File: config.mk
export PLATFORM = sky130hd
export DESIGN_NAME = mem_arbiter
export DESIGN_NICKNAME = d
export VERILOG_FILES = /design/src/source/core_pkg.sv /design/src/source/mem_arbiter.sv
export SDC_FILE = /design/constraint.sdc
export NUM_CORES = 1
export LEC_CHECK = 0
export ABC_AREA = 1
export BUFFER_PORTS_ARGS = -buffer_cell sky130_fd_sc_hd__buf_4
export CAP_MARGIN = 40
export CORE_AREA = 2 2 128 130
export DETAILED_ROUTE_END_ITERATION = 10
export DIE_AREA = 0 0 130 132
export HOLD_SLACK_MARGIN = 0.06
export SLEW_MARGIN = 30
export SYNTH_ARGS = -nofsm -noshare
export SYNTH_HDL_FRONTEND = slang
export SYNTH_SLANG_ARGS = --single-unit
export TNS_END_PERCENT = 10
File: constraint.sdc
create_clock -name clk -period 3.72 [get_ports clk]
set_input_delay 0.93 -clock clk [delete_from_list [all_inputs] [get_ports clk]]
set_output_delay 0.93 -clock clk [all_outputs]
set_load 0.02 [all_outputs]
File: src/source/core_pkg.sv
`default_nettype none

package core_pkg;

    // rv32i major opcodes
    localparam logic [6:0] OPC_OP     = 7'b0110011;
    localparam logic [6:0] OPC_OP_IMM = 7'b0010011;
    localparam logic [6:0] OPC_LUI    = 7'b0110111;
    localparam logic [6:0] OPC_LOAD   = 7'b0000011;
    localparam logic [6:0] OPC_STORE  = 7'b0100011;
    localparam logic [6:0] OPC_BRANCH = 7'b1100011;
    localparam logic [6:0] OPC_JAL    = 7'b1101111;
    localparam logic [6:0] OPC_SYSTEM = 7'b1110011;

    typedef enum logic [2:0] {
        ALU_ADD,
        ALU_SUB,
        ALU_AND,
        ALU_OR,
        ALU_XOR,
        ALU_SLT,
        ALU_PASS_B
    } alu_op_t;

    typedef enum logic [1:0] {
        WB_ALU,
        WB_MEM,
        WB_PC4
    } wb_sel_t;

    typedef struct packed {
        alu_op_t     alu_op;
        wb_sel_t     wb_sel;
        logic        use_imm;
        logic        rf_wen;
        logic        mem_ren;
        logic        mem_wen;
        logic        is_branch;
        logic        branch_ne;
        logic        is_jal;
        logic        is_halt;
        logic [4:0]  rd;
        logic [31:0] imm;
    } ctrl_t;

    // result offered back to decode by a later stage
    typedef struct packed {
        logic        valid;
        logic        can_forward;
        logic [4:0]  rd;
        logic [31:0] wdata;
    } fw_t;

    typedef struct packed {
        logic        req;
        logic        we;
        logic [15:0] addr;
        logic [31:0] wdata;
    } mem_req_t;

    typedef struct packed {
        logic        grant;
        logic        rvalid;
        logic [31:0] rdata;
    } mem_resp_t;

endpackage

`default_nettype wire

File: src/source/mem_arbiter.sv
`timescale 1ns/1ps
`default_nettype none

module mem_arbiter #(
    parameter int ADDR_WORDS = 1024
) (
    input  wire                           clk,
    input  wire                           rst_n,
    input  wire core_pkg::mem_req_t       load_req,
    input  wire core_pkg::mem_req_t       data_req,
    input  wire core_pkg::mem_req_t       fetch_req,
    output core_pkg::mem_resp_t           load_resp,
    output core_pkg::mem_resp_t           data_resp,
    output core_pkg::mem_resp_t           fetch_resp,
    output logic                          ram_we,
    output logic [$clog2(ADDR_WORDS)-1:0] ram_addr,
    output logic [31:0]                   ram_wdata,
    input  wire [31:0]                    ram_rdata
);

    import core_pkg::*;

    typedef enum logic [1:0] {
        SRC_NONE,
        SRC_LOAD,
        SRC_DATA,
        SRC_FETCH
    } src_t;

    src_t     src;
    src_t     src_q;
    mem_req_t sel;

    // load port first, then data, then fetch
    always_comb begin
        src = SRC_NONE;
        sel = '0;
        if (load_req.req) begin
            src = SRC_LOAD;
            sel = load_req;
        end else if (data_req.req) begin
            src = SRC_DATA;
            sel = data_req;
        end else if (fetch_req.req) begin
            src = SRC_FETCH;
            sel = fetch_req;
        end
    end

    assign ram_we    = sel.req && sel.we;
    assign ram_addr  = sel.addr[$clog2(ADDR_WORDS)-1:0];
    assign ram_wdata = sel.wdata;

    // remembers who owns the data coming out of the RAM next cycle
    always_ff @(posedge clk) begin
        if (!rst_n) begin
            src_q <= SRC_NONE;
        end else begin
            src_q <= src;
        end
    end

    assign load_resp.grant   = (src == SRC_LOAD);
    assign load_resp.rvalid  = (src_q == SRC_LOAD);
    assign load_resp.rdata   = ram_rdata;
    assign data_resp.grant   = (src == SRC_DATA);
    assign data_resp.rvalid  = (src_q == SRC_DATA);
    assign data_resp.rdata   = ram_rdata;
    assign fetch_resp.grant  = (src == SRC_FETCH);
    assign fetch_resp.rvalid = (src_q == SRC_FETCH);
    assign fetch_resp.rdata  = ram_rdata;

endmodule

`default_nettype wire

# Word-level counts from Yosys, hierarchy flattened
# Cells that the tools add are included.
word_totals:
  register_bits: 2
  input_bits: 184
  elab_cells: 14
op_classes:
  n_eq_ne: 6
  n_mux: 6
  reduce_logical: 1
op_table:
  columns: ["cell", "n"]
  rows:
  - ["$mux W50", 3]
  - ["$eq A2 B2 Y1 const B", 4]
  - ["$mux W2", 3]
  - ["$eq A2 B1 Y1 const B", 2]
  - ["$logic_and A1 B1 Y1", 1]

# Logic depth before layout (Yosys ltp)
depth:
  word_depth: 4
  depth_mapped: 5

# Worst setup path after synthesis
# No wires, ideal clock.
synth_timing:
  path_type: "input-to-output"
  start: "input port load_req[49] in the netlist's numbering"
  end: "output port ram_wdata[11]"
  arrival_ps: 1668
  required_time_ps: 2790
  setup_slack_ps: 1122
  cell_stages: 5
  n_path_buf: 2
  cell_sequence: "buf_4 -> nor2_4 -> buf_4 -> nand2_1 -> nand3_1"
synth_via:
  elab_chain_cells: 1
synth_rtl:
  columns: ["element", "line", "source"]
  rows:
  - ["from (decl)", "mem_arbiter.sv:9", "input wire core_pkg::mem_req_t load_req,"]
  - ["$mux W50", "mem_arbiter.sv:38", "if (load_req.req) begin"]
  - ["to (decl)", "mem_arbiter.sv:17", "output logic [31:0] ram_wdata,"]
# No other way between the ends.

# Worst setup path in the final report
layout_timing:
  start: "input port data_req[49] in the netlist's numbering"
  end: "output port ram_wdata[13]"
layout_via:
  elab_chain_cells: 2
layout_rtl:
  columns: ["element", "line", "source"]
  rows:
  - ["from (decl)", "mem_arbiter.sv:10", "input wire core_pkg::mem_req_t data_req,"]
  - ["$mux W50", "mem_arbiter.sv:41", "end else if (data_req.req) begin"]
  - ["$mux W50", "mem_arbiter.sv:38", null]
# No other way between the ends.

==> results.cfg <==
[clocking]
clk_pin_slew_worst_paths_ps = 30
cts_setup_buffers = 0
clock-sinks = 2
cts_resized = 0
cts_max_level = 1
cts-buffers-inserted = 3
hold_buffers = 0
cts_buffer_depth = 2
cts-root-buf = clkbuf_16
cts_tree = built

[power]
p_per_area_nw_per_um2 = 195
irDropWorstVdd_uv = 62.8
p_leak_nw = 1.40

[logic_synthesis]
yosys.area.top_type = buf_4
yosys_warnings = 0
ys_ff_latch = 2
synthDistinctLibCells = 13
synthCells = 307
syn_area_um2 = 1680
synthDominantCellAreaShare_pct = 43.7
syn_area_per_cell_um2 = 5.48
yosysSeqAreaShare_pct = 2.38
synth_area_leaders = buf_4, nand3_1, nand2_1
syn_nets = 491

[drt]
ant_nets = 0
wl_per_cell_um = 12.4
finalWirelength_um = 7430
vias = 2140
drc_errors = 0
drt_iter0_drc = 53
detail_route.vias_per_cell = 3.56
first_pass_iters = 4

[floorplanning]
die_h_um = 132
placementRows = 46
die_area_um2 = 17200
ios = 329
core-area_um2 = 15700
die_w_um = 130
start_util_pct = 10.7

[global_routing]
grt-ovfl-total = 0
track_usage_pct = 7.84
grt_pass1_vias = 2084
antenna_found_initial = 0
grt_first_pass_wirelength_um = 10500
grt_max_degree = 30

[layout]
syn_to_final_growth_pct = 57.9
drive_gt1_share_pct = 50.4
antennaDiodeCount = 0
reg.largest.list = src_q (2)
largest_register_ffs = 2
instances_no_fill = 601
n_fill_cell = 1859
nNetsFinal = 571
layout_commonest_cell = buf_4
final_cell_mix = buf_4, nand2_1, nand3_1
largest_register = src_q
multiInputGateArea_um2 = 811
layout.area.seq_um2 = 40.0

[sta]
slew_headroom_pct = 65.2
tightestPinTransition_ps = 521
maxSlewViolCount = 0
finalSetupViolCount = 0
period_minus_slack_ps = 3090
period_share_pct = 83.0
max_clock_freq_mhz = 324
rsz0062_at_grt = false
hold_viol = 0
tns_ps = 0

[hold_path]
min_to = src_q[1]
min-delay-start = rst_n
min_path_type = input port to register
holdPathStages = 3

[setup_path]
start_kind = input port
crit_chain = buf_4, inv_1, nor2_4, buf_12, nand2_1, nand3_1, buf_4
path_max_fanout = 25
worstPathArrival_ps = 2160
cpMaxStageDelayCell = nor2_4
crit_path_end_kind = output pin
cpMostUsedCell = buf_4
slowest_delay_ps = 410
worstPathRequired_ps = 2790
crit_type = input port to output pin

[job]
maxCapViolations = 0

[placement]
dp.cells = 598
dpl.hpwl_um = 6180
routabilityCongestion = 0.672
port_buffers = 182

[status]
outcome = finished, final reports clean
metrics by stage:
step	setup WS, ps	hold WS [ps]	cell area (um^2)	util [%]	power (mW)
finish	633	972	2660	16.9	0.518
detailed placement	614	1200	2580	16.4	0.363
global placement	627	1180	2580	16.4	0.362
floorplan	1120	1060	1680	-	0.309
CTS	613	973	2660	16.9	0.526
global route	548	985	2660	16.9	0.551
layout make-up:
class	instances	share of cell area (%)
inverter	8	1.13
timing repair buffer	189	53.9
sequential	2	1.51
multi-input combinational	183	30.5
clock buffer	3	2.82
tap	216	10.2
synth_stat cells, drive strengths merged:
| cell | n |
|---|---|
| nor3 | 1 |
| nand3 | 85 |
| buf | 107 |
| nand2 | 90 |
| nor2 | 6 |
| a21oi | 1 |
| clkbuf | 7 |
| dfxtp | 2 |
| clkinv | 1 |
| inv | 7 |
worst max-delay path by stage:
| stage | from | end | slack [ps] | depth (start not counted) |
|---|---|---|---|---|
| after global routing | data_req[49] | ram_wdata[13] | 550 | 7 |
| after CTS | data_req[49] | ram_wdata[13] | 610 | 7 |
| after global placement | data_req[49] | ram_wdata[13] | 630 | 7 |
| after detailed placement | data_req[49] | ram_wdata[13] | 610 | 7 |
| after floorplan | load_req[49] | ram_wdata[11] | 1120 | 5 |
| final | data_req[49] | ram_wdata[13] | 630 | 7 |
where the power goes:
group / leakage [nW] / switching (mW) / internal, mW
logic: 1.34 / 0.161 / 0.173
registers: 0.0167 / 0.000952 / 0.0230
clock network: 0.0370 / 0.0243 / 0.137
total: 1.40 / 0.186 / 0.333
cell families (layout without fill, tap and decap cells):
group                  Yosys count  in the layout  synth area share, %
buffers and inverters          122            200                 49.7
AND/OR/NAND/NOR                182            182                 47.6
AO/OA/AOI/OAI                    1              1                0.297
flip-flops                       2              2                 2.38
critical path, delay by kind of cell:
| kind | cells | cell delay, ps |
|---|---|---|
| simple gates | 3 | 610 |
| buf+inv | 4 | 600 |
layer usage:
layer	vias to the layer above	routed length (um)	global-route usage, %
li1	1044	-	-
met1	892	2450	7.08
met2	155	3770	15.3
met3	49	827	2.11
met4	0	379	4.42
met5	-	0	0
Note: power is estimated with default switching activity, not from simulation.
